==> config.mk <==
export PLATFORM = sky130hd
export DESIGN_NAME = xcvr_phy_ctrl_top
export DESIGN_NICKNAME = d
export VERILOG_FILES = /design/src/verilog/xcvr_mgmt_pkg.sv /design/src/verilog/csr_common.sv /design/src/verilog/csr_pcs.sv /design/src/verilog/mgmt_bus_merge.sv /design/src/verilog/xcvr_reset_seq.sv /design/src/verilog/xcvr_phy_ctrl_top.sv
export SDC_FILE = /design/constraint.sdc
export NUM_CORES = 1
export LEC_CHECK = 0
export ABC_AREA = 1
export BUFFER_PORTS_ARGS = -buffer_cell sky130_fd_sc_hd__buf_2
export CORE_UTILIZATION = 45
export CTS_CLUSTER_SIZE = 40
export DETAILED_ROUTE_END_ITERATION = 16
export PLACE_DENSITY = 0.73
export SYNTH_ARGS = -nofsm -noshare
export SYNTH_HDL_FRONTEND = slang
export SYNTH_SLANG_ARGS = --single-unit
==> constraint.sdc <==
create_clock -name mgmt_clk -period 2.1 [get_ports mgmt_clk]
set_clock_uncertainty 0.15 [all_clocks]
set_input_delay 0.105 -clock mgmt_clk [delete_from_list [all_inputs] [get_ports mgmt_clk]]
set_output_delay 0.105 -clock mgmt_clk [all_outputs]
set_load 0.01 [all_outputs]
==> src/verilog/xcvr_mgmt_pkg.sv <==
package xcvr_mgmt_pkg;

  typedef logic [7:0]  mgmt_addr_t;
  typedef logic [31:0] mgmt_data_t;

  // one management access as both register blocks see it
  typedef struct packed {
    mgmt_addr_t address;
    logic       read;
    logic       write;
    mgmt_data_t writedata;
  } mgmt_req_t;

  // single-cycle requests into the reset sequencer
  typedef struct packed {
    logic reset_all;
    logic reset_tx_digital;
    logic reset_rx_digital;
  } reset_req_t;

  //////////////////////////////////////////////////
  // common register map
  //////////////////////////////////////////////////
  localparam mgmt_addr_t addr_pll_locked    = 8'h41;  // ro
  localparam mgmt_addr_t addr_pll_powerdown = 8'h42;  // rw, bit 0
  localparam mgmt_addr_t addr_reset_ctrl    = 8'h44;  // write pulses, reads 0
  localparam mgmt_addr_t addr_ready         = 8'h45;  // ro, rx_ready:tx_ready
  localparam mgmt_addr_t addr_loopback      = 8'h61;
  localparam mgmt_addr_t addr_locktoref     = 8'h62;
  localparam mgmt_addr_t addr_locktodata    = 8'h63;
  localparam mgmt_addr_t addr_lockedtodata  = 8'h64;  // ro
  localparam mgmt_addr_t addr_lockedtoref   = 8'h65;  // ro

  //////////////////////////////////////////////////
  // pcs register map
  //////////////////////////////////////////////////
  localparam mgmt_addr_t addr_tx_invpolarity = 8'h80;
  localparam mgmt_addr_t addr_rx_invpolarity = 8'h81;
  localparam mgmt_addr_t addr_rx_bitreversal = 8'h82;
  localparam mgmt_addr_t addr_syncstatus     = 8'h83;  // ro
  localparam mgmt_addr_t addr_fifo_error     = 8'h84;  // rx at bit 0, tx at bit 16

  // reset phase lengths in ns
  localparam int t_pll_powerdown_ns   = 1000;
  localparam int t_tx_digitalreset_ns = 20;
  localparam int t_rx_analogreset_ns  = 40;
  localparam int t_rx_digitalreset_ns = 4000;

endpackage

==> src/verilog/csr_common.sv <==
module csr_common #(
  parameter int lanes = 4
) (
  input  logic                      mgmt_clk,
  input  logic                      embedded_reset,
  input  xcvr_mgmt_pkg::mgmt_req_t  req,
  output xcvr_mgmt_pkg::mgmt_data_t readdata,
  output xcvr_mgmt_pkg::reset_req_t rst_req,
  output logic                      csr_pll_powerdown,
  output logic [lanes-1:0]          loopback_serial,
  output logic [lanes-1:0]          set_locktoref,
  output logic [lanes-1:0]          set_locktodata,
  input  logic                      pll_locked,
  input  logic [lanes-1:0]          rx_is_lockedtodata,
  input  logic [lanes-1:0]          rx_is_lockedtoref,
  input  logic                      tx_ready,
  input  logic                      rx_ready
);
  import xcvr_mgmt_pkg::*;

  //////////////////////////////////////////////////
  // write side
  //////////////////////////////////////////////////
  always_ff @(posedge mgmt_clk) begin
    if (embedded_reset) begin
      rst_req           <= '0;
      csr_pll_powerdown <= 1'b0;
      loopback_serial   <= '0;
      set_locktoref     <= '0;
      set_locktodata    <= '0;
    end else begin
      rst_req <= '0;  // pulses drop after one cycle
      if (req.write) begin
        case (req.address)
          addr_pll_powerdown: csr_pll_powerdown <= req.writedata[0];
          addr_reset_ctrl: begin
            rst_req.reset_all        <= req.writedata[0];
            rst_req.reset_tx_digital <= req.writedata[1];
            rst_req.reset_rx_digital <= req.writedata[2];
          end
          addr_loopback:   loopback_serial <= req.writedata[lanes-1:0];
          addr_locktoref:  set_locktoref   <= req.writedata[lanes-1:0];
          addr_locktodata: set_locktodata  <= req.writedata[lanes-1:0];
          default: ;
        endcase
      end
    end
  end

  //////////////////////////////////////////////////
  // read side, all ones off our range
  //////////////////////////////////////////////////
  always_comb begin
    readdata = '1;
    if (req.read) begin
      case (req.address)
        addr_pll_locked:    readdata = mgmt_data_t'(pll_locked);
        addr_pll_powerdown: readdata = mgmt_data_t'(csr_pll_powerdown);
        addr_reset_ctrl:    readdata = '0;
        addr_ready:         readdata = mgmt_data_t'({rx_ready, tx_ready});
        addr_loopback:      readdata = mgmt_data_t'(loopback_serial);
        addr_locktoref:     readdata = mgmt_data_t'(set_locktoref);
        addr_locktodata:    readdata = mgmt_data_t'(set_locktodata);
        addr_lockedtodata:  readdata = mgmt_data_t'(rx_is_lockedtodata);
        addr_lockedtoref:   readdata = mgmt_data_t'(rx_is_lockedtoref);
        default: ;
      endcase
    end
  end

  // sequencer counts each request once
  a_rst_req_pulse: assert property (
    @(posedge mgmt_clk) disable iff (embedded_reset)
    (rst_req != '0) |=> (rst_req & $past(rst_req)) == '0
  ) else $error("reset request held longer than one cycle");

endmodule

==> src/verilog/csr_pcs.sv <==
module csr_pcs #(
  parameter int lanes = 4
) (
  input  logic                      mgmt_clk,
  input  logic                      embedded_reset,
  input  xcvr_mgmt_pkg::mgmt_req_t  req,
  output xcvr_mgmt_pkg::mgmt_data_t readdata,
  output logic [lanes-1:0]          tx_invpolarity,
  output logic [lanes-1:0]          rx_invpolarity,
  output logic [lanes-1:0]          rx_bitreversalenable,
  input  logic [lanes-1:0]          rx_syncstatus,
  input  logic [lanes-1:0]          rx_fifo_error,
  input  logic [lanes-1:0]          tx_fifo_error
);
  import xcvr_mgmt_pkg::*;

  logic [lanes-1:0] sync_meta;
  logic [lanes-1:0] sync_q;
  logic [lanes-1:0] rx_err_sticky;
  logic [lanes-1:0] tx_err_sticky;
  logic             fifo_clr;
  logic [lanes-1:0] rx_clr;
  logic [lanes-1:0] tx_clr;

  // write-one-to-clear masks
  assign fifo_clr = req.write && (req.address == addr_fifo_error);
  assign rx_clr   = fifo_clr ? req.writedata[lanes-1:0] : '0;
  assign tx_clr   = fifo_clr ? req.writedata[16 +: lanes] : '0;

  always_ff @(posedge mgmt_clk) begin
    if (embedded_reset) begin
      tx_invpolarity       <= '0;
      rx_invpolarity       <= '0;
      rx_bitreversalenable <= '0;
      rx_err_sticky        <= '0;
      tx_err_sticky        <= '0;
    end else begin
      if (req.write) begin
        case (req.address)
          addr_tx_invpolarity: tx_invpolarity       <= req.writedata[lanes-1:0];
          addr_rx_invpolarity: rx_invpolarity       <= req.writedata[lanes-1:0];
          addr_rx_bitreversal: rx_bitreversalenable <= req.writedata[lanes-1:0];
          default: ;
        endcase
      end
      // a new error wins over a clear in the same cycle
      rx_err_sticky <= rx_fifo_error | (rx_err_sticky & ~rx_clr);
      tx_err_sticky <= tx_fifo_error | (tx_err_sticky & ~tx_clr);
    end
  end

  // two-flop sync for lane status
  always_ff @(posedge mgmt_clk) begin
    sync_meta <= rx_syncstatus;
    sync_q    <= sync_meta;
  end

  always_comb begin
    readdata = '1;
    if (req.read) begin
      case (req.address)
        addr_tx_invpolarity: readdata = mgmt_data_t'(tx_invpolarity);
        addr_rx_invpolarity: readdata = mgmt_data_t'(rx_invpolarity);
        addr_rx_bitreversal: readdata = mgmt_data_t'(rx_bitreversalenable);
        addr_syncstatus:     readdata = mgmt_data_t'(sync_q);
        addr_fifo_error: begin
          readdata               = '0;
          readdata[lanes-1:0]    = rx_err_sticky;
          readdata[16 +: lanes]  = tx_err_sticky;
        end
        default: ;
      endcase
    end
  end

  a_sticky_hold: assert property (
    @(posedge mgmt_clk) disable iff (embedded_reset)
    !fifo_clr |=> ($past({tx_err_sticky, rx_err_sticky}) &
                   ~{tx_err_sticky, rx_err_sticky}) == '0
  ) else $error("sticky fifo error cleared without a write");

endmodule

==> src/verilog/mgmt_bus_merge.sv <==
module mgmt_bus_merge #(
  parameter int lanes = 4
) (
  input  logic                      mgmt_clk,
  input  logic                      embedded_reset,
  input  logic                      mgmt_read,
  input  xcvr_mgmt_pkg::mgmt_data_t common_readdata,
  input  xcvr_mgmt_pkg::mgmt_data_t pcs_readdata,
  output xcvr_mgmt_pkg::mgmt_data_t mgmt_readdata,
  output logic                      mgmt_waitrequest
);

  logic read_ack;  // high in the second cycle of a read

  // lane fields of the fifo error word sit 16 bits apart
  if (lanes < 1 || lanes > 16) begin : g_lanes_check
    $error("lanes must be within 1 to 16");
  end

  assign mgmt_waitrequest = mgmt_read & ~read_ack;

  always_ff @(posedge mgmt_clk) begin
    if (embedded_reset) begin
      read_ack <= 1'b0;
    end else begin
      read_ack <= mgmt_read & ~read_ack;
    end
  end

  // blocks return all ones when not addressed, so AND picks the hit
  always_ff @(posedge mgmt_clk) begin
    if (mgmt_waitrequest) begin
      mgmt_readdata <= common_readdata & pcs_readdata;
    end
  end

  a_disjoint_decode: assert property (
    @(posedge mgmt_clk) disable iff (embedded_reset)
    mgmt_read |-> (&common_readdata) || (&pcs_readdata)
  ) else $error("both register blocks decoded address");

endmodule

==> src/verilog/xcvr_reset_seq.sv <==
module xcvr_reset_seq #(
  parameter int lanes   = 4,
  parameter int clk_mhz = 125
) (
  input  logic                      mgmt_clk,
  input  logic                      embedded_reset,
  input  xcvr_mgmt_pkg::reset_req_t rst_req,
  input  logic                      csr_pll_powerdown,
  input  logic                      pll_locked,
  input  logic [lanes-1:0]          rx_manual,
  input  logic [lanes-1:0]          rx_is_lockedtodata,
  output logic                      pll_powerdown,
  output logic                      tx_analogreset,
  output logic [lanes-1:0]          tx_digitalreset,
  output logic [lanes-1:0]          rx_analogreset,
  output logic [lanes-1:0]          rx_digitalreset,
  output logic                      tx_ready,
  output logic                      rx_ready
);
  import xcvr_mgmt_pkg::*;

  // ceil(ns * mhz / 1000), at least one cycle
  function automatic int phase_cycles(int ns);
    int c;
    c = (ns * clk_mhz + 999) / 1000;
    return (c < 1) ? 1 : c;
  endfunction

  localparam int pd_cycles  = phase_cycles(t_pll_powerdown_ns);
  localparam int txd_cycles = phase_cycles(t_tx_digitalreset_ns);
  localparam int ana_cycles = phase_cycles(t_rx_analogreset_ns);
  localparam int rxd_cycles = phase_cycles(t_rx_digitalreset_ns);
  localparam int cnt_w      = $clog2(rxd_cycles + 1);  // longest phase

  localparam logic [1:0] tx_s_pd   = 2'd0;
  localparam logic [1:0] tx_s_lock = 2'd1;
  localparam logic [1:0] tx_s_rel  = 2'd2;
  localparam logic [1:0] tx_s_up   = 2'd3;

  localparam logic [2:0] rx_s_pd   = 3'd0;
  localparam logic [2:0] rx_s_ana  = 3'd1;
  localparam logic [2:0] rx_s_lock = 3'd2;
  localparam logic [2:0] rx_s_rel  = 3'd3;
  localparam logic [2:0] rx_s_up   = 3'd4;

  logic [1:0]       tx_state;
  logic [2:0]       rx_state;
  logic [cnt_w-1:0] tx_cnt;
  logic [cnt_w-1:0] rx_cnt;
  logic             pll_ok;
  logic             rx_ok;

  assign pll_ok = pll_locked & ~csr_pll_powerdown;
  assign rx_ok  = &(rx_is_lockedtodata | rx_manual);  // manual lanes count as locked

  //////////////////////////////////////////////////
  // tx side: power-down, then wait on pll lock
  //////////////////////////////////////////////////
  always_ff @(posedge mgmt_clk) begin
    if (embedded_reset || rst_req.reset_all) begin
      tx_state <= tx_s_pd;
      tx_cnt   <= cnt_w'(pd_cycles - 1);
    end else if (rst_req.reset_tx_digital && tx_state != tx_s_pd) begin
      tx_state <= tx_s_lock;
      tx_cnt   <= cnt_w'(txd_cycles - 1);
    end else begin
      case (tx_state)
        tx_s_pd: begin
          if (tx_cnt == '0) begin
            tx_state <= tx_s_lock;
            tx_cnt   <= cnt_w'(txd_cycles - 1);
          end else begin
            tx_cnt <= tx_cnt - 1'b1;
          end
        end
        tx_s_lock: begin
          if (!pll_ok) begin
            tx_cnt <= cnt_w'(txd_cycles - 1);  // lock must be continuous
          end else if (tx_cnt == '0) begin
            tx_state <= tx_s_rel;
          end else begin
            tx_cnt <= tx_cnt - 1'b1;
          end
        end
        default: begin
          if (!pll_ok) begin
            tx_state <= tx_s_lock;
            tx_cnt   <= cnt_w'(txd_cycles - 1);
          end else if (tx_state == tx_s_rel) begin
            tx_state <= tx_s_up;
          end
        end
      endcase
    end
  end

  //////////////////////////////////////////////////
  // rx side: analog, then cdr lock or manual
  //////////////////////////////////////////////////
  always_ff @(posedge mgmt_clk) begin
    if (embedded_reset || rst_req.reset_all) begin
      rx_state <= rx_s_pd;
      rx_cnt   <= '0;
    end else if (rst_req.reset_rx_digital && rx_state >= rx_s_lock) begin
      rx_state <= rx_s_lock;
      rx_cnt   <= cnt_w'(rxd_cycles - 1);
    end else begin
      case (rx_state)
        rx_s_pd: begin
          if (!pll_powerdown) begin
            rx_state <= rx_s_ana;
            rx_cnt   <= cnt_w'(ana_cycles - 1);
          end
        end
        rx_s_ana: begin
          if (pll_powerdown) begin
            rx_state <= rx_s_pd;
          end else if (rx_cnt == '0) begin
            rx_state <= rx_s_lock;
            rx_cnt   <= cnt_w'(rxd_cycles - 1);
          end else begin
            rx_cnt <= rx_cnt - 1'b1;
          end
        end
        rx_s_lock: begin
          if (!rx_ok) begin
            rx_cnt <= cnt_w'(rxd_cycles - 1);
          end else if (rx_cnt == '0) begin
            rx_state <= rx_s_rel;
          end else begin
            rx_cnt <= rx_cnt - 1'b1;
          end
        end
        default: begin
          if (!rx_ok) begin
            rx_state <= rx_s_lock;
            rx_cnt   <= cnt_w'(rxd_cycles - 1);
          end else if (rx_state == rx_s_rel) begin
            rx_state <= rx_s_up;
          end
        end
      endcase
    end
  end

  assign pll_powerdown   = (tx_state == tx_s_pd) | csr_pll_powerdown;
  assign tx_analogreset  = pll_powerdown;
  assign tx_digitalreset = {lanes{tx_state < tx_s_rel}};
  assign tx_ready        = (tx_state == tx_s_up) & ~csr_pll_powerdown;
  assign rx_analogreset  = {lanes{rx_state < rx_s_lock}};
  assign rx_digitalreset = {lanes{rx_state < rx_s_rel}};
  assign rx_ready        = (rx_state == rx_s_up);

  // the fsm must have left up one cycle into power-down
  a_tx_ready_pd: assert property (
    @(posedge mgmt_clk) disable iff (embedded_reset)
    pll_powerdown |-> !tx_ready ##1 (tx_state != tx_s_up)
  ) else $error("tx_ready high during pll power-down");

endmodule

==> src/verilog/xcvr_phy_ctrl_top.sv <==
module xcvr_phy_ctrl_top #(
  parameter int lanes   = 4,
  parameter int clk_mhz = 125
) (
  input  logic                       mgmt_clk,
  input  logic                       embedded_reset,
  // management port
  input  xcvr_mgmt_pkg::mgmt_addr_t  mgmt_address,
  input  logic                       mgmt_read,
  input  logic                       mgmt_write,
  input  xcvr_mgmt_pkg::mgmt_data_t  mgmt_writedata,
  output xcvr_mgmt_pkg::mgmt_data_t  mgmt_readdata,
  output logic                       mgmt_waitrequest,
  // resets and ready
  output logic                       pll_powerdown,
  output logic                       tx_analogreset,
  output logic [lanes-1:0]           tx_digitalreset,
  output logic [lanes-1:0]           rx_analogreset,
  output logic [lanes-1:0]           rx_digitalreset,
  output logic                       tx_ready,
  output logic                       rx_ready,
  // lane controls
  output logic [lanes-1:0]           loopback_serial,
  output logic [lanes-1:0]           set_locktoref,
  output logic [lanes-1:0]           set_locktodata,
  output logic [lanes-1:0]           tx_invpolarity,
  output logic [lanes-1:0]           rx_invpolarity,
  output logic [lanes-1:0]           rx_bitreversalenable,
  // transceiver status
  input  logic                       pll_locked,
  input  logic [lanes-1:0]           rx_is_lockedtodata,
  input  logic [lanes-1:0]           rx_is_lockedtoref,
  input  logic [lanes-1:0]           rx_syncstatus,
  input  logic [lanes-1:0]           rx_fifo_error,
  input  logic [lanes-1:0]           tx_fifo_error
);
  import xcvr_mgmt_pkg::*;

  mgmt_req_t  req;
  reset_req_t rst_req;
  mgmt_data_t common_readdata;
  mgmt_data_t pcs_readdata;
  logic       csr_pll_powerdown;

  assign req = '{address: mgmt_address, read: mgmt_read, write: mgmt_write,
                 writedata: mgmt_writedata};

  csr_common #(.lanes(lanes)) u_csr_common (
    .mgmt_clk           (mgmt_clk),
    .embedded_reset     (embedded_reset),
    .req                (req),
    .readdata           (common_readdata),
    .rst_req            (rst_req),
    .csr_pll_powerdown  (csr_pll_powerdown),
    .loopback_serial    (loopback_serial),
    .set_locktoref      (set_locktoref),
    .set_locktodata     (set_locktodata),
    .pll_locked         (pll_locked),
    .rx_is_lockedtodata (rx_is_lockedtodata),
    .rx_is_lockedtoref  (rx_is_lockedtoref),
    .tx_ready           (tx_ready),
    .rx_ready           (rx_ready)
  );

  csr_pcs #(.lanes(lanes)) u_csr_pcs (
    .mgmt_clk             (mgmt_clk),
    .embedded_reset       (embedded_reset),
    .req                  (req),
    .readdata             (pcs_readdata),
    .tx_invpolarity       (tx_invpolarity),
    .rx_invpolarity       (rx_invpolarity),
    .rx_bitreversalenable (rx_bitreversalenable),
    .rx_syncstatus        (rx_syncstatus),
    .rx_fifo_error        (rx_fifo_error),
    .tx_fifo_error        (tx_fifo_error)
  );

  mgmt_bus_merge #(.lanes(lanes)) u_bus_merge (
    .mgmt_clk         (mgmt_clk),
    .embedded_reset   (embedded_reset),
    .mgmt_read        (mgmt_read),
    .common_readdata  (common_readdata),
    .pcs_readdata     (pcs_readdata),
    .mgmt_readdata    (mgmt_readdata),
    .mgmt_waitrequest (mgmt_waitrequest)
  );

  // any lock override puts that lane in manual rx mode
  xcvr_reset_seq #(.lanes(lanes), .clk_mhz(clk_mhz)) u_reset_seq (
    .mgmt_clk           (mgmt_clk),
    .embedded_reset     (embedded_reset),
    .rst_req            (rst_req),
    .csr_pll_powerdown  (csr_pll_powerdown),
    .pll_locked         (pll_locked),
    .rx_manual          (set_locktoref | set_locktodata),
    .rx_is_lockedtodata (rx_is_lockedtodata),
    .pll_powerdown      (pll_powerdown),
    .tx_analogreset     (tx_analogreset),
    .tx_digitalreset    (tx_digitalreset),
    .rx_analogreset     (rx_analogreset),
    .rx_digitalreset    (rx_digitalreset),
    .tx_ready           (tx_ready),
    .rx_ready           (rx_ready)
  );

endmodule

======== Word level (Yosys, flattened, before mapping) ========
Index checks and enable logic that the tools add are counted.
operators by class
  multiplexer cells ....................... 36
  $add $sub $neg .......................... 2
  magnitude comparators ................... 4
  equality and inequality tests ........... 49
  bitwise gates (word level) .............. 17
  reduce and logical (&&, ||, !) cells .... 28
operators with widths
  cell                 count
  $pmux 32 s9          1
  $pmux 32 s5          1
  $mux 9               11
  $eq 8x7->1 const B   9
  $mux 32              2
  $eq 8x8->1 const B   5
  $and 32x32->32       1
  $pmux 9 s3           1
  $mux 3               7
  $ne 4x4->1 const B   5
  $reduce_and 4->1     5
  $logic_not 9->1      2
  $pmux 9 s2           1
  $reduce_and 2->1     9
  $sub 9x1->9 const B  2
  $or 4x4->4           4
  $ne 3x1->1 const B   5
  $ne 5x5->1 const B   3
  $mux 2               6
  $ne 2x1->1 const B   5
  $reduce_and 5->1     2
  $ne 3x2->1 const B   3
  $ne 3x3->1 const B   3
  $pmux 3 s3           1
  other kinds (27)     42
word-level totals
  register bits ........................... 100
  input bits .............................. 65

======== Longest topological paths before layout ========
Gate-level depths: netlist of run 1.
  depth in word-level cells ............... 6
  mapped depth ............................ 12
  mapped depth without buffers ............ 12

======== Modules after synthesis ========
Synthesis of run 1 repeated with hierarchy kept, for this count alone.
second synthesis, totals
  cells, all modules ...................... 804
  area, all modules ....................... 5770.5 µm²
modules (own cells, without submodules)
  module             instances  area an instance (µm²)  cells each
  xcvr_reset_seq     1          1756.7                  302
  csr_pcs            1          1531.5                  211
  mgmt_bus_merge     1          1241.2                  101
  csr_common         1          1196.1                  178
  xcvr_phy_ctrl_top  1          45.0                    12

======== Least setup slack after synthesis of run 1 ========
Ideal clock, no wire load.
  path type ............................... register -> register
  start point ............................. reg u_reset_seq.tx_state[1]
  end point ............................... reg u_reset_seq.rx_cnt[4]
  cell stages (with the launch flop) ...... 10
  data required time ...................... 1.837 ns
  slack ................................... 0.577 ns
  arrival ................................. 1.260 ns
  path buffers ............................ 0
  cells stage by stage .................... dfxtp_1 -> inv_2 -> nand2_2 -> nand2_1 -> nand2_1 -> inv_1 -> a21oi_1 -> nand3_2 -> nor2_1 -> nor2_1
on the way
  word-level cells in the longest chain between the ends .. 4
  elaborated cells on any way between the ends .. 5
  those cells by class .................... 2 x eq/ne; 1 x bitwise; 2 x reduce/logical
RTL lines
  what                          RTL line                 RTL
  start, declared               xcvr_reset_seq.sv:46     logic [1:0] tx_state;
  start signal, assigned        xcvr_reset_seq.sv:61     tx_state <= tx_s_pd;
  start signal, assigned        xcvr_reset_seq.sv:64     tx_state <= tx_s_lock;
  start signal, assigned        xcvr_reset_seq.sv:70     tx_state <= tx_s_lock;
  $logic_not 2->1 *             xcvr_reset_seq.sv:146    assign pll_powerdown = (tx_state == tx_s_pd) | csr_pll_powerdown;
  $or 1x1->1 *                  xcvr_reset_seq.sv:146
  via pll_powerdown             xcvr_phy_ctrl_top.sv:15  output logic pll_powerdown,
  $ne 3x2->1 (no line)          -
  $reduce_and 4->1 (no line) *  -
  end signal, assigned          xcvr_reset_seq.sv:127    rx_cnt <= cnt_w'(rxd_cycles - 1);
  end signal, assigned          xcvr_reset_seq.sv:131    rx_cnt <= rx_cnt - 1'b1;
  end signal, assigned          xcvr_reset_seq.sv:137    rx_cnt <= cnt_w'(rxd_cycles - 1);
  end, declared                 xcvr_reset_seq.sv:49     logic [cnt_w-1:0] rx_cnt;
Mark *: on every way through the listed nets, which the timed path passes. The rest lies on a longest branch.
A chain may end at the register's enable or synchronous reset.

======== Worst setup path in the final report of run 1 ========
  start point ............................. in mgmt_read
  end point ............................... out mgmt_waitrequest
on the way
  word-level cells in the longest chain between the ends .. 1
RTL lines
  what             RTL line                 RTL
  start, declared  xcvr_phy_ctrl_top.sv:9   input logic mgmt_read,
  $and 1x1->1      mgmt_bus_merge.sv:20     assign mgmt_waitrequest = mgmt_read & ~read_ack;
  end, declared    xcvr_phy_ctrl_top.sv:13  output logic mgmt_waitrequest,
No other way between the ends.

==> results of run 1 <==
placed cells by master (no fill, tap or decap), drive strengths merged:
cell | netlist | layout
o211ai | 1 | 1
clkinv | 0 | 1
buf | 36 | 115
nand4 | 7 | 7
a21oi | 44 | 44
inv | 89 | 93
o22ai | 1 | 1
xor2 | 8 | 8
nor2 | 92 | 92
clkinvlp | 0 | 1
clkbuf | 4 | 9
nand2 | 162 | 162
dlygate4sd3 | 0 | 26
nor3 | 8 | 8
dfxtp | 68 | 68
edfxtp | 9 | 9
nand3b | 2 | 2
nor3b | 1 | 1
o21ai | 43 | 43
ha | 4 | 4
nand3 | 80 | 80
bufinv | 0 | 1
layout make-up:
cell class	instances	area, um2
Sequential cell	77	1630
Fill cell	907	4010
Clock inverter	7	78.8
Timing Repair Buffer	141	841
Multi-Input combinational cell	453	2190
Tap cell	129	161
Clock buffer	9	124
Inverter	89	334
state kept, by name (all words and copies together), names as in the netlist:
register / flops
u_reset_seq.tx_cnt: 9
u_csr_common.loopback_serial: 4
u_csr_common.set_locktoref: 4
u_csr_pcs.rx_bitreversalenable: 4
u_csr_pcs.rx_err_sticky: 4
u_csr_pcs.rx_invpolarity: 4
u_reset_seq.rx_state: 3
u_csr_pcs.sync_meta: 4
u_bus_merge.mgmt_readdata: 9
u_csr_common.set_locktodata: 4
u_csr_pcs.tx_err_sticky: 4
u_csr_common.rst_req: 3
u_csr_pcs.sync_q: 4
u_reset_seq.tx_state: 2
u_csr_common.csr_pll_powerdown: 1
u_csr_pcs.tx_invpolarity: 4
u_reset_seq.rx_cnt: 9
u_bus_merge.read_ack: 1
through the flow:
| step | instance area, um2 | std cells | utilization (%) | setup WS [ns] |
|---|---|---|---|---|
| 2_1_floorplan | 4430 | 659 | - | 0.577 |
| 3_3_place_gp | 4890 | 863 | 52.2 | 0.346 |
| 3_5_place_dp | 4890 | 863 | 52.2 | 0.298 |
| 4_1_cts | 5360 | 905 | 57.1 | 0.131 |
| 5_1_grt | 5360 | 905 | 57.2 | 0.0386 |
| 6_report | 5360 | 905 | 57.2 | 0.160 |
tightest hold or removal path, cell delays in order:
cell	delay [ns]
sky130_fd_sc_hd__buf_2	0.10
sky130_fd_sc_hd__nand2_1	0.09
sky130_fd_sc_hd__nor2_1	0.06
sky130_fd_sc_hd__nand4_1	0.13
sky130_fd_sc_hd__nor2_1	0.05
timing repair:
action | CTS | global route
resized for setup | 0 | 1
endpoints found under the hold margin | 36 | 0
setup buffers | 0 | 0
hold buffers | 26 | 0
endpoints found under the setup margin | 0 | 4
cell usage after synthesis (all sizes together):
| master | number |
|---|---|
| clkbuf | 4 |
| nor3 | 8 |
| nand3b | 2 |
| nor2 | 92 |
| a21oi | 44 |
| nand2 | 162 |
| o22ai | 1 |
| xor2 | 8 |
| o21ai | 43 |
| o211ai | 1 |
| nand4 | 7 |
| edfxtp | 9 |
| nor3b | 1 |
| buf | 36 |
| ha | 4 |
| inv | 89 |
| dfxtp | 68 |
| nand3 | 80 |
path summary, 6_finish.rpt:
check / startpoint / slack (ns) / to
worst max-delay path: mgmt_read / 0.16 / mgmt_waitrequest
worst min-delay path: mgmt_address[2] / 0.07 / u_csr_common.rst_req[2]
worst max register to register: u_reset_seq.tx_state[1] / 0.24 / u_reset_seq.rx_cnt[6]
worst min register to register: u_csr_pcs.sync_meta[2] / 0.19 / u_csr_pcs.sync_q[2]
cells by family after synthesis:
kind of cell,synth area share [%]
AND/OR/NAND/NOR,36.5
AO/OA/AOI/OAI,10.1
XOR/XNOR,1.58
flip-flops,36.8
buffers and inverters,13.9
adder cells (fa/ha/maj),1.13
layer usage:
metal,routed length [um],vias to the layer above
li1,-,2306
met1,5000,2118
met2,6080,164
met3,696,30
met4,301,0
met5,0,-
report_power, final:
group / total (mW) / internal (mW) / switching (mW)
registers: 1.72 / 1.62 / 0.0996
logic: 1.75 / 0.625 / 1.12
clock network: 1.19 / 0.564 / 0.621
total: 4.66 / 2.81 / 1.84
==> impl_results.html, run 1 <==
<table>
<tr><th>Metric</th><th>Value</th></tr>
<tr><th colspan="2">Route</th></tr>
<tr><td>DRC violation count after routing</td><td>0</td></tr>
<tr><td>Total iterations of the first detailed-routing run</td><td>5</td></tr>
<tr><td>Iteration-0 DRC count of the detailed router</td><td>210</td></tr>
<tr><td>Avg WL per Cell</td><td>around 13 um</td></tr>
<tr><td>WL final</td><td>12.1 mm</td></tr>
<tr><td>Antenna-violating nets left</td><td>0</td></tr>
<tr><td>DR vias/cell</td><td>a little over 5</td></tr>
<tr><td>Vias</td><td>about 4,600</td></tr>
<tr><th colspan="2">STA</th></tr>
<tr><td>Period Utilization, post-route</td><td>slightly above 90%</td></tr>
<tr><td>RSZ-0062 raised after global routing</td><td>false</td></tr>
<tr><td>Aggregate negative setup slack</td><td>0 ns</td></tr>
<tr><td>Tightest slew margin relative to the limit</td><td>between 50% and 60%</td></tr>
<tr><td>Measured slew at the worst slew-check pin</td><td>roughly 0.74 ns</td></tr>
<tr><td>Hold violation count in the final report</td><td>0</td></tr>
<tr><td>Final period demand of the worst path</td><td>1.94 ns</td></tr>
<tr><td>Smallest hold slack</td><td>about 0.071 ns</td></tr>
<tr><td>Timing-limited maximum frequency</td><td>about 520 MHz</td></tr>
<tr><td>Final Setup Violations</td><td>0</td></tr>
<tr><td>Max-slew violations</td><td>0</td></tr>
<tr><th colspan="2">Floorplanning</th></tr>
<tr><td>Floorplan row count</td><td>35</td></tr>
<tr><td>Die outline area</td><td>10,200 um2</td></tr>
<tr><td>Core region area</td><td>between 9000 and 10,000 um2</td></tr>
<tr><td>Width of the die</td><td>101 um</td></tr>
<tr><td>Count of pins on the block boundary</td><td>about 140</td></tr>
<tr><td>Floorplan die height</td><td>101 um</td></tr>
<tr><td>Initial standard-cell utilization of the core</td><td>around 47%</td></tr>
<tr><th colspan="2">Synth</th></tr>
<tr><td>Avg Cell Area, Syn</td><td>6.72 um2</td></tr>
<tr><td>Cell Area, Synth</td><td>4430 um2</td></tr>
<tr><td>Post-synth top area share</td><td>between 30 and 40%</td></tr>
<tr><td>Sequential element share of the synthesized area</td><td>between 30% and 40%</td></tr>
<tr><td>Biggest area consumer among synthesized cells</td><td>sky130_fd_sc_hd__dfxtp_1</td></tr>
<tr><td>Register bit total from synthesis</td><td>77</td></tr>
<tr><td>Number of distinct standard cells referenced by the synthesized netlist</td><td>28</td></tr>
<tr><td>Gate count of the mapped netlist</td><td>between 600 and 700</td></tr>
<tr><td>Nets in the synthesized netlist</td><td>roughly 730</td></tr>
<tr><td>Ranking of synthesized cells by area</td><td>sky130_fd_sc_hd__dfxtp_1 (31%), sky130_fd_sc_hd__nand2_1 (13%), sky130_fd_sc_hd__nand3_1 (8.7%)</td></tr>
<tr><td>Number of warnings printed during yosys synthesis</td><td>0</td></tr>
<tr><th colspan="2">CTS</th></tr>
<tr><td>H-tree levels</td><td>3</td></tr>
<tr><td>Clock-pin slew reported for the worst setup and hold paths after clock tree synthesis</td><td>~0.090 ns</td></tr>
<tr><td>Clock tree from TritonCTS</td><td>yes</td></tr>
<tr><td>Max Root-Sink Buffers</td><td>2</td></tr>
<tr><td>Total clock buffers created by CTS</td><td>9</td></tr>
<tr><td>Master cell of the clock root buffer</td><td>sky130_fd_sc_hd__clkbuf_8</td></tr>
<tr><td>Insertion delay of the later-clocked pin in the worst-skew pair</td><td>about 0.36 ns</td></tr>
<tr><td>Clock sinks</td><td>between 70 and 80</td></tr>
<tr><th colspan="2">Global routing</th></tr>
<tr><td>Met1 Usage GRT</td><td>a little under 30%</td></tr>
<tr><td>Via count of the first global-routing pass</td><td>4,201</td></tr>
<tr><td>Busiest metal layer after global routing</td><td>met2</td></tr>
<tr><td>Number of antenna violations at the first check in global routing</td><td>0</td></tr>
<tr><td>Total routing resource utilization after global routing</td><td>roughly a quarter</td></tr>
<tr><td>Grt met2 use</td><td>43.0%</td></tr>
<tr><td>Pin count of the biggest net entering global routing</td><td>25</td></tr>
<tr><td>Global-route wire length before repair</td><td>roughly 20 mm</td></tr>
<tr><td>Total grt overflow</td><td>0</td></tr>
<tr><td>Fraction of met3 tracks used by global routing</td><td>just under 5%</td></tr>
<tr><th colspan="2">Worst setup path</th></tr>
<tr><td>Type of element launching the critical path</td><td>primary input</td></tr>
<tr><td>Maximum net fanout on the critical path</td><td>10</td></tr>
<tr><td>Required time of the worst setup path</td><td>1.85 ns</td></tr>
<tr><td>Worst path arrival time</td><td>around 1.7 ns</td></tr>
<tr><td>Slowest stage cell on the critical path</td><td>sky130_fd_sc_hd__nor2_1</td></tr>
<tr><td>Cell family with the largest share of critical-path delay</td><td>buffers and inverters</td></tr>
<tr><td>Worst stage delay on the critical path</td><td>roughly 0.57 ns</td></tr>
<tr><td>Buffers &amp; Inverters on Critical Path</td><td>4</td></tr>
<tr><td>Category of the critical setup timing path</td><td>primary input to output port</td></tr>
<tr><td>Path length in cells of the critical path</td><td>5</td></tr>
<tr><td>R2R cell count</td><td>9</td></tr>
<tr><td>Critical-path cell list</td><td>dlygate4sd3_1 &gt; buf_2 &gt; inv_1 &gt; nor2_1 &gt; buf_2</td></tr>
<tr><td>Most Frequent Cell on Critical Path</td><td>sky130_fd_sc_hd__buf_2</td></tr>
<tr><td>Critical Path Sink Type</td><td>output port</td></tr>
<tr><th colspan="2">Power</th></tr>
<tr><td>Worst IR Drop VDD</td><td>roughly 0.43 mV</td></tr>
<tr><td>Total power</td><td>approximately 4.7 mW</td></tr>
<tr><td>Static power due to leakage</td><td>2.54 nW</td></tr>
<tr><td>Power Dens Cells</td><td>869 nW/um2</td></tr>
<tr><th colspan="2">Layout</th></tr>
<tr><td>Area growth from synthesis to layout</td><td>21.0%</td></tr>
<tr><td>Nets</td><td>840</td></tr>
<tr><td>Number of antenna cells inserted</td><td>0</td></tr>
<tr><td>Share of post-route cells with drive strength above 1</td><td>a little under a quarter</td></tr>
<tr><th colspan="2">Flow run</th></tr>
<tr><td>Max cap viols</td><td>0</td></tr>
<tr><th colspan="2">Min path</th></tr>
<tr><td>Class of the tightest hold or removal check</td><td>primary input to flop</td></tr>
<tr><td>Number of cells on the worst hold path</td><td>5</td></tr>
<tr><th colspan="2">Placed design</th></tr>
<tr><td>Last weighted congestion value of the routability-driven placer</td><td>0.910</td></tr>
<tr><td>HPWL reported at the end of detailed placement</td><td>8.90 mm</td></tr>
<tr><td>Count of buffers from port buffering</td><td>around 110</td></tr>
<tr><th colspan="2">Outcome</th></tr>
<tr><td>Status</td><td>finished clean</td></tr>
</table>
(Power assumes the default switching activity.)
==> run 2, diff against run 1 <==
--- a/config.mk
+++ b/config.mk
@@ -7,6 +7,7 @@
 export LEC_CHECK = 0
 export ABC_AREA = 1
 export BUFFER_PORTS_ARGS = -buffer_cell sky130_fd_sc_hd__buf_2
+export CORE_MARGIN = 3
 export CORE_UTILIZATION = 45
 export CTS_CLUSTER_SIZE = 40
 export DETAILED_ROUTE_END_ITERATION = 16
==> run 2 against run 1 <==
Net effect:
- clock-buffer cell count did not move
- critical path depth unchanged
- first-iteration DRC count up 4.8%
- sequential power barely moved
- final area decreased by 0.12%
- sequential cell count unchanged
- sequential share of layout area barely moved
- utilization is 0.33 points lower
- cell count down 0.11%
==> impl_results.html, run 2 (same netlist as run 1, synthesis figures left out) <==
<table>
<tr><th>Metric</th><th>Value</th></tr>
<tr><th colspan="2">Route</th></tr>
<tr><td>DR vias/cell</td><td>5.05 (was 5.10)</td></tr>
<tr><td>WL final</td><td>12.1 mm (about the same)</td></tr>
<tr><td>Vias</td><td>4,563 (was 4,618)</td></tr>
<tr><td>Antenna-violating nets left</td><td>0 (unchanged)</td></tr>
<tr><td>Total iterations of the first detailed-routing run</td><td>5 (unchanged)</td></tr>
<tr><td>Avg WL per Cell</td><td>13.4 um (about the same)</td></tr>
<tr><td>DRC violation count after routing</td><td>0 (unchanged)</td></tr>
<tr><td>Iteration-0 DRC count of the detailed router</td><td>220 (was 210)</td></tr>
<tr><th colspan="2">CTS</th></tr>
<tr><td>Clock sinks</td><td>77 (unchanged)</td></tr>
<tr><td>Clock-pin slew reported for the worst setup and hold paths after clock tree synthesis</td><td>0.09 ns (about the same)</td></tr>
<tr><td>Total clock buffers created by CTS</td><td>9 (unchanged)</td></tr>
<tr><td>Insertion delay of the later-clocked pin in the worst-skew pair</td><td>0.36 ns (about the same)</td></tr>
<tr><td>H-tree levels</td><td>3 (unchanged)</td></tr>
<tr><td>Number of setup buffers added after CTS</td><td>0 (unchanged)</td></tr>
<tr><td>Clock tree from TritonCTS</td><td>yes (unchanged)</td></tr>
<tr><td>Max Root-Sink Buffers</td><td>2 (unchanged)</td></tr>
<tr><td>Master cell of the clock root buffer</td><td>sky130_fd_sc_hd__clkbuf_8 (unchanged)</td></tr>
<tr><th colspan="2">Placed design</th></tr>
<tr><td>Post-Place Cell Area</td><td>4880 um2 (was 4890 um2)</td></tr>
<tr><td>Count of buffers from port buffering</td><td>113 (unchanged)</td></tr>
<tr><td>Last weighted congestion value of the routability-driven placer</td><td>0.915 (was 0.910)</td></tr>
<tr><td>HPWL reported at the end of detailed placement</td><td>8.96 mm (was 8.90 mm)</td></tr>
<tr><th colspan="2">Worst setup path</th></tr>
<tr><td>Required time of the worst setup path</td><td>1.85 ns (about the same)</td></tr>
<tr><td>Register-to-Register Setup Slack</td><td>0.28 ns (was 0.24 ns)</td></tr>
<tr><td>Worst stage delay on the critical path</td><td>0.56 ns (was 0.57 ns)</td></tr>
<tr><td>Cell family with the largest share of critical-path delay</td><td>buffers and inverters (unchanged)</td></tr>
<tr><td>Maximum net fanout on the critical path</td><td>10 (unchanged)</td></tr>
<tr><td>R2R cell count</td><td>9 (unchanged)</td></tr>
<tr><td>Path length in cells of the critical path</td><td>5 (unchanged)</td></tr>
<tr><td>Critical Path Sink Type</td><td>output port (unchanged)</td></tr>
<tr><td>Category of the critical setup timing path</td><td>primary input to output port (unchanged)</td></tr>
<tr><td>Critical-path cell list</td><td>dlygate4sd3_1 &gt; buf_2 &gt; inv_1 &gt; nor2_1 &gt; buf_2 (unchanged)</td></tr>
<tr><td>Buffers &amp; Inverters on Critical Path</td><td>4 (unchanged)</td></tr>
<tr><td>Slowest stage cell on the critical path</td><td>sky130_fd_sc_hd__nor2_1 (unchanged)</td></tr>
<tr><td>Type of element launching the critical path</td><td>primary input (unchanged)</td></tr>
<tr><td>Worst path arrival time</td><td>1.67 ns (was 1.68 ns)</td></tr>
<tr><td>Most Frequent Cell on Critical Path</td><td>sky130_fd_sc_hd__buf_2 (unchanged)</td></tr>
<tr><th colspan="2">Layout</th></tr>
<tr><td>Area growth from synthesis to layout</td><td>20.8% (was 21.0%)</td></tr>
<tr><td>Number of antenna cells inserted</td><td>0 (unchanged)</td></tr>
<tr><td>Share of post-route cells with drive strength above 1</td><td>22.8% (was 22.9%)</td></tr>
<tr><td>Largest registers</td><td>u_bus_merge.mgmt_readdata x9, u_reset_seq.rx_cnt x9, u_reset_seq.tx_cnt x9 (unchanged)</td></tr>
<tr><td>Most common cell after layout, fill and taps aside</td><td>sky130_fd_sc_hd__nand2_1 (unchanged)</td></tr>
<tr><td>Final std cell area, no fill</td><td>5350 um2 (was 5360 um2)</td></tr>
<tr><td>Filler cell count</td><td>916 (was 907)</td></tr>
<tr><td>Commonest cells after routing, fill and taps aside</td><td>sky130_fd_sc_hd__nand2_1 (148), sky130_fd_sc_hd__buf_2 (113), sky130_fd_sc_hd__inv_1 (80) (unchanged)</td></tr>
<tr><td>Register area</td><td>1630 um2 (unchanged)</td></tr>
<tr><td>Area taken by multi-input logic gates</td><td>2190 um2 (unchanged)</td></tr>
<tr><td>Nets</td><td>839 (was 840)</td></tr>
<tr><th colspan="2">Flow run</th></tr>
<tr><td>Max cap viols</td><td>0 (unchanged)</td></tr>
<tr><th colspan="2">Floorplanning</th></tr>
<tr><td>Count of pins on the block boundary</td><td>138 (unchanged)</td></tr>
<tr><td>Floorplan row count</td><td>35 (unchanged)</td></tr>
<tr><td>Floorplan die height</td><td>105 um (was 101 um)</td></tr>
<tr><td>Initial standard-cell utilization of the core</td><td>47.1% (was 47.3%)</td></tr>
<tr><td>Die outline area</td><td>11,100 um2 (was 10,200 um2)</td></tr>
<tr><td>Core region area</td><td>9420 um2 (was 9370 um2)</td></tr>
<tr><td>Width of the die</td><td>105 um (was 101 um)</td></tr>
<tr><th colspan="2">Power</th></tr>
<tr><td>Power Dens Cells</td><td>868 nW/um2 (was 869 nW/um2)</td></tr>
<tr><td>Clock group share of total power</td><td>25.6% (was 25.5%)</td></tr>
<tr><td>Static power due to leakage</td><td>2.53 nW (was 2.54 nW)</td></tr>
<tr><td>Total power</td><td>4.65 mW (was 4.66 mW)</td></tr>
<tr><td>Share of power burned in registers</td><td>37.1% (was 37.0%)</td></tr>
<tr><td>Share of total power in combinational logic</td><td>37.3% (was 37.5%)</td></tr>
<tr><td>Power Internal</td><td>2.81 mW (about the same)</td></tr>
<tr><td>Worst IR Drop VDD</td><td>0.430 mV (was 0.429 mV)</td></tr>
<tr><td>Sw frac</td><td>39.5% (was 39.6%)</td></tr>
<tr><td>Switching Power</td><td>1.83 mW (was 1.84 mW)</td></tr>
<tr><th colspan="2">STA</th></tr>
<tr><td>Tightest slew margin relative to the limit</td><td>50.9% (was 50.5%)</td></tr>
<tr><td>Period Utilization, post-route</td><td>91.5% (was 92.4%)</td></tr>
<tr><td>Measured slew at the worst slew-check pin</td><td>0.733 ns (was 0.739 ns)</td></tr>
<tr><td>RSZ-0062 raised after global routing</td><td>false (unchanged)</td></tr>
<tr><td>Hold violation count in the final report</td><td>0 (unchanged)</td></tr>
<tr><td>Smallest hold slack</td><td>0.0584 ns (was 0.0705 ns)</td></tr>
<tr><td>Timing-limited maximum frequency</td><td>520 MHz (was 516 MHz)</td></tr>
<tr><td>Final Setup Violations</td><td>0 (unchanged)</td></tr>
<tr><td>Final period demand of the worst path</td><td>1.92 ns (was 1.94 ns)</td></tr>
<tr><td>Aggregate negative setup slack</td><td>0 ns (unchanged)</td></tr>
<tr><td>Max-slew violations</td><td>0 (unchanged)</td></tr>
<tr><th colspan="2">Min path</th></tr>
<tr><td>Number of cells on the worst hold path</td><td>4 (was 5)</td></tr>
<tr><td>Class of the tightest hold or removal check</td><td>primary input to flop (unchanged)</td></tr>
<tr><th colspan="2">Global routing</th></tr>
<tr><td>Global-route wire length before repair</td><td>20.1 mm (was 19.6 mm)</td></tr>
<tr><td>Number of antenna violations at the first check in global routing</td><td>0 (unchanged)</td></tr>
<tr><td>Pin count of the biggest net entering global routing</td><td>25 (unchanged)</td></tr>
<tr><td>Via count of the first global-routing pass</td><td>4,309 (was 4,201)</td></tr>
<tr><td>Total grt overflow</td><td>0 (unchanged)</td></tr>
<tr><td>Total routing resource utilization after global routing</td><td>22.2% (was 24.4%)</td></tr>
<tr><th colspan="2">Outcome</th></tr>
<tr><td>Status</td><td>finished clean (unchanged)</td></tr>
</table>
[run 2: cell types whose count changed in the layout (fill, tap and decap cells not counted)]
| cell | before | now |
|---|---|---|
| sky130_fd_sc_hd__inv_6 | 3 | 4 |
| sky130_fd_sc_hd__buf_4 | 2 | 1 |
| sky130_fd_sc_hd__clkinvlp_4 | 1 | 2 |
| sky130_fd_sc_hd__inv_4 | 1 | 0 |
| sky130_fd_sc_hd__clkinv_4 | 1 | 0 |
[run 2: layout make-up]
class	count	share of cell area, %
multi-input combinational	453	40.9
sequential	77	30.5
timing repair buffer	140	15.6
inverter	89	6.24
tap	129	3.01
clock buffer	9	2.31
clock inverter	7	1.50
[run 2: path summary, 6_finish.rpt]
kind | end | start
worst max-delay path | mgmt_waitrequest | mgmt_read
worst min-delay path | u_csr_pcs.rx_invpolarity[0] | mgmt_address[6]
worst max register to register | u_reset_seq.rx_cnt[0] | u_reset_seq.tx_state[1]
worst min register to register | u_csr_pcs.sync_q[2] | u_csr_pcs.sync_meta[2]
[run 2: power groups by stage]
stage | logic, mW | clock network (mW) | registers, mW
final | 1.73 | 1.19 | 1.72
after global routing | 1.99 | 1.27 | 1.74
after CTS | 1.71 | 1.21 | 1.72
after detailed placement | 1.66 | 0 | 1.76
after global placement | 1.61 | 0 | 1.75
after floorplan | 1.33 | 0 | 1.74
[run 2: timing repair]
| action | 4_1_cts | 5_1_grt |
|---|---|---|
| hold buffers | 26 | 0 |
| endpoints found under the setup margin | 0 | 3 |
| gates resized for setup | 0 | 1 |
| hold endpoints to repair | 34 | 0 |
[run 2: metal layers]
layer | GRT usage, % | part of all wire [%] | up-vias | wire length (um)
li1 | - | - | 2311 | -
met1 | 27.2 | 41 | 2074 | 4990
met2 | 38.8 | 51 | 158 | 6160
met3 | 3.80 | 6.0 | 20 | 722
met4 | 8.15 | 1.9 | 0 | 236
met5 | 0 | 0 | - | 0
[run 2: tightest hold or removal path, delay by kind of cell]
kind / cells / cell delay, ns
AO/OA/AOI/OAI: 1 / 0.08
buffers and inverters: 1 / 0.13
AND/OR/NAND/NOR: 2 / 0.22
[run 2: stage by stage]
stage,instances,worst slack (ns),utilization [%]
floorplan,659,0.577,-
global placement,862,0.358,51.9
detailed placement,862,0.306,51.9
CTS,904,0.137,56.8
global route,904,0.0443,56.9
finish,904,0.178,56.9
==> run 3, diff against run 2 <==
--- a/config.mk
+++ b/config.mk
@@ -12,6 +12,7 @@
 export CTS_CLUSTER_SIZE = 40
 export DETAILED_ROUTE_END_ITERATION = 16
 export PLACE_DENSITY = 0.73
+export SETUP_SLACK_MARGIN = 0.5
 export SYNTH_ARGS = -nofsm -noshare
 export SYNTH_HDL_FRONTEND = slang
 export SYNTH_SLANG_ARGS = --single-unit
==> run 3 against run 2 <==
Net effect:
- sequential share of layout area fell by 1.8 points
- cell count rose by 1.9%
- first-iteration DRC count rose by 27%
- critical endpoint is now u_reset_seq.tx_cnt[8]
==> impl_results.html, run 3 (same netlist as run 1, synthesis figures left out) <==
<table>
<tr><th>Metric</th><th>Value</th></tr>
<tr><th colspan="2">Layout</th></tr>
<tr><td>Filler cell count</td><td>832 (was 916)</td></tr>
<tr><td>Most common cell after layout, fill and taps aside</td><td>sky130_fd_sc_hd__nand2_1 (unchanged)</td></tr>
<tr><td>Number of antenna cells inserted</td><td>0 (unchanged)</td></tr>
<tr><td>Area growth from synthesis to layout</td><td>30.4% (was 20.8%)</td></tr>
<tr><td>Area taken by multi-input logic gates</td><td>2460 um2 (was 2190 um2)</td></tr>
<tr><td>Count of non-filler cells in the finished layout</td><td>921 (was 904)</td></tr>
<tr><td>Share of post-route cells with drive strength above 1</td><td>34.3% (was 22.8%)</td></tr>
<tr><td>Commonest cells after routing, fill and taps aside</td><td>sky130_fd_sc_hd__nand2_1 (133), sky130_fd_sc_hd__buf_2 (112), sky130_fd_sc_hd__inv_1 (69) (was sky130_fd_sc_hd__nand2_1 (148), sky130_fd_sc_hd__buf_2 (113), sky130_fd_sc_hd__inv_1 (80))</td></tr>
<tr><td>Nets</td><td>856 (was 839)</td></tr>
<tr><td>Register area</td><td>1660 um2 (was 1630 um2)</td></tr>
<tr><td>Largest registers</td><td>u_bus_merge.mgmt_readdata x9, u_reset_seq.rx_cnt x9, u_reset_seq.tx_cnt x9 (unchanged)</td></tr>
<tr><th colspan="2">Route</th></tr>
<tr><td>DRC violation count after routing</td><td>0 (unchanged)</td></tr>
<tr><td>Antenna-violating nets left</td><td>0 (unchanged)</td></tr>
<tr><td>Vias</td><td>4,746 (was 4,563)</td></tr>
<tr><td>Total iterations of the first detailed-routing run</td><td>5 (unchanged)</td></tr>
<tr><td>DR vias/cell</td><td>5.15 (was 5.05)</td></tr>
<tr><td>Iteration-0 DRC count of the detailed router</td><td>280 (was 220)</td></tr>
<tr><td>WL final</td><td>13.3 mm (was 12.1 mm)</td></tr>
<tr><td>Avg WL per Cell</td><td>14.4 um (was 13.4 um)</td></tr>
<tr><th colspan="2">STA</th></tr>
<tr><td>Max-slew violations</td><td>0 (unchanged)</td></tr>
<tr><td>Tightest slew margin relative to the limit</td><td>72.1% (was 50.9%)</td></tr>
<tr><td>Final period demand of the worst path</td><td>1.64 ns (was 1.92 ns)</td></tr>
<tr><td>Hold violation count in the final report</td><td>0 (unchanged)</td></tr>
<tr><td>Measured slew at the worst slew-check pin</td><td>0.419 ns (was 0.733 ns)</td></tr>
<tr><td>Period Utilization, post-route</td><td>78.3% (was 91.5%)</td></tr>
<tr><td>Aggregate negative setup slack</td><td>0 ns (unchanged)</td></tr>
<tr><td>Final Setup Violations</td><td>0 (unchanged)</td></tr>
<tr><td>RSZ-0062 raised after global routing</td><td>true (was false)</td></tr>
<tr><td>Timing-limited maximum frequency</td><td>608 MHz (was 520 MHz)</td></tr>
<tr><th colspan="2">Global routing</th></tr>
<tr><td>Pin count of the biggest net entering global routing</td><td>25 (unchanged)</td></tr>
<tr><td>Via count of the first global-routing pass</td><td>4,381 (was 4,309)</td></tr>
<tr><td>Total grt overflow</td><td>0 (unchanged)</td></tr>
<tr><td>Global-route wire length before repair</td><td>20.4 mm (was 20.1 mm)</td></tr>
<tr><td>Number of antenna violations at the first check in global routing</td><td>0 (unchanged)</td></tr>
<tr><td>Total routing resource utilization after global routing</td><td>22.6% (was 22.2%)</td></tr>
<tr><th colspan="2">Power</th></tr>
<tr><td>Static power due to leakage</td><td>2.68 nW (was 2.53 nW)</td></tr>
<tr><td>Worst IR Drop VDD</td><td>0.484 mV (was 0.430 mV)</td></tr>
<tr><td>Power Dens Cells</td><td>879 nW/um2 (was 868 nW/um2)</td></tr>
<tr><th colspan="2">CTS</th></tr>
<tr><td>Master cell of the clock root buffer</td><td>sky130_fd_sc_hd__clkbuf_8 (unchanged)</td></tr>
<tr><td>Clock tree from TritonCTS</td><td>yes (unchanged)</td></tr>
<tr><td>Clock-pin slew reported for the worst setup and hold paths after clock tree synthesis</td><td>0.09 ns (about the same)</td></tr>
<tr><td>Max Root-Sink Buffers</td><td>2 (unchanged)</td></tr>
<tr><td>H-tree levels</td><td>3 (unchanged)</td></tr>
<tr><td>Total clock buffers created by CTS</td><td>9 (unchanged)</td></tr>
<tr><td>Clock sinks</td><td>77 (unchanged)</td></tr>
<tr><td>Insertion delay of the later-clocked pin in the worst-skew pair</td><td>0.36 ns (about the same)</td></tr>
<tr><th colspan="2">Worst setup path</th></tr>
<tr><td>Critical Path Sink Type</td><td>flop (was output port)</td></tr>
<tr><td>Maximum net fanout on the critical path</td><td>8 (was 10)</td></tr>
<tr><td>Register-to-Register Setup Slack</td><td>0.46 ns (was 0.28 ns)</td></tr>
<tr><td>Worst path arrival time</td><td>1.78 ns (was 1.67 ns)</td></tr>
<tr><td>Type of element launching the critical path</td><td>flop (was primary input)</td></tr>
<tr><td>Category of the critical setup timing path</td><td>flop to flop (was primary input to output port)</td></tr>
<tr><td>Required time of the worst setup path</td><td>2.23 ns (was 1.85 ns)</td></tr>
<tr><th colspan="2">Floorplanning</th></tr>
<tr><td>Floorplan row count</td><td>35 (unchanged)</td></tr>
<tr><td>Core region area</td><td>9420 um2 (unchanged)</td></tr>
<tr><td>Die outline area</td><td>11,100 um2 (unchanged)</td></tr>
<tr><td>Count of pins on the block boundary</td><td>138 (unchanged)</td></tr>
<tr><td>Floorplan die height</td><td>105 um (unchanged)</td></tr>
<tr><td>Initial standard-cell utilization of the core</td><td>47.1% (unchanged)</td></tr>
<tr><td>Width of the die</td><td>105 um (unchanged)</td></tr>
<tr><th colspan="2">Flow run</th></tr>
<tr><td>Max cap viols</td><td>0 (unchanged)</td></tr>
<tr><th colspan="2">Placed design</th></tr>
<tr><td>Count of buffers from port buffering</td><td>113 (unchanged)</td></tr>
<tr><td>Last weighted congestion value of the routability-driven placer</td><td>0.915 (unchanged)</td></tr>
<tr><td>Dpl cells</td><td>862 (unchanged)</td></tr>
<tr><td>HPWL reported at the end of detailed placement</td><td>8.96 mm (unchanged)</td></tr>
<tr><th colspan="2">Min path</th></tr>
<tr><td>Class of the tightest hold or removal check</td><td>primary input to flop (unchanged)</td></tr>
<tr><th colspan="2">Outcome</th></tr>
<tr><td>Status</td><td>finished clean (unchanged)</td></tr>
</table>
==> run 3: changes by cell type in the layout (fill, tap and decap cells not counted), moves of 6 or more <==
cell / previous run / this run
sky130_fd_sc_hd__nor2_1: 73 / 56
sky130_fd_sc_hd__nor2_4: 8 / 14
sky130_fd_sc_hd__nor2_2: 11 / 22
sky130_fd_sc_hd__buf_4: 1 / 18
sky130_fd_sc_hd__dfxtp_2: 0 / 16
sky130_fd_sc_hd__nand2_1: 148 / 133
sky130_fd_sc_hd__nand3_1: 77 / 68
sky130_fd_sc_hd__inv_2: 9 / 17
sky130_fd_sc_hd__inv_1: 80 / 69
sky130_fd_sc_hd__dfxtp_1: 68 / 51
sky130_fd_sc_hd__nand2_2: 13 / 23
sky130_fd_sc_hd__nand3_2: 3 / 9
==> run 3: per-layer routing <==
metal  vias to the layer above  GRT usage, %  part of all wire (%)
met5                         -             0                     0
met4                         0          7.78                   2.5
met3                        33          4.35                   7.1
met2                       219          39.9                    51
met1                      2152          27.3                    39
li1                       2342             -                     -
==> run 3: path summary, 6_finish.rpt <==
check | endpoint | startpoint | cells after the start
worst max-delay path | u_reset_seq.tx_cnt[8] | u_reset_seq.tx_cnt[1] | 10
worst max register to register | u_reset_seq.tx_cnt[8] | u_reset_seq.tx_cnt[1] | 10
worst min-delay path | u_csr_pcs.rx_invpolarity[0] | mgmt_address[6] | 4
worst min register to register | u_csr_pcs.sync_q[2] | u_csr_pcs.sync_meta[2] | 0
==> run 3: layout make-up <==
| type | count | share of cell area (%) |
|---|---|---|
| Multi-Input combinational cell | 454 | 42.6 |
| Sequential cell | 77 | 28.7 |
| Timing Repair Buffer | 156 | 16.5 |
| Clock inverter | 7 | 1.39 |
| Clock buffer | 9 | 2.14 |
| Inverter | 89 | 5.93 |
| Tap cell | 129 | 2.79 |
==> run 3: stage by stage <==
step	hold WS [ns]	power, mW	util [%]	instance area [um2]	worst slack [ns]
detailed placement	0.0586	3.42	51.9	4880	0.306
CTS	0.0383	4.70	57.3	5400	0.490
global route	0.0591	5.42	61.4	5780	0.388
floorplan	-0.0173	3.06	-	4430	0.577
finish	0.0560	5.08	61.4	5780	0.456
global placement	0.0587	3.36	51.9	4880	0.358
==> run 3: what timing repair did <==
item | CTS | global route
pin swaps | 5 | 32
gates cloned | 0 | 1
gates resized for setup | 18 | 83
setup buffers | 5 | 14
hold endpoints to repair | 34 | 0
hold buffers | 23 | 0
endpoints found under the setup margin | 26 | 69
==> run 3: critical path, stage by stage, from the launching register on <==
cell                      delay [ns]
sky130_fd_sc_hd__dfxtp_2        0.35
sky130_fd_sc_hd__inv_4          0.09
sky130_fd_sc_hd__ha_4           0.15
sky130_fd_sc_hd__nand3_4        0.08
sky130_fd_sc_hd__nor2_4         0.14
sky130_fd_sc_hd__nand3_2        0.11
sky130_fd_sc_hd__nand2_2        0.11
sky130_fd_sc_hd__nand2_4        0.12
sky130_fd_sc_hd__nor2_4         0.15
sky130_fd_sc_hd__nand2_1        0.05
sky130_fd_sc_hd__o21ai_0        0.07
==> run 3: power breakdown <==
part | switching [mW] | internal, mW | leakage [nW] | total, mW
Clock | 0.623 | 0.566 | 0.0973 | 1.19
Combinational | 1.33 | 0.804 | 1.95 | 2.14
Sequential | 0.125 | 1.63 | 0.630 | 1.75
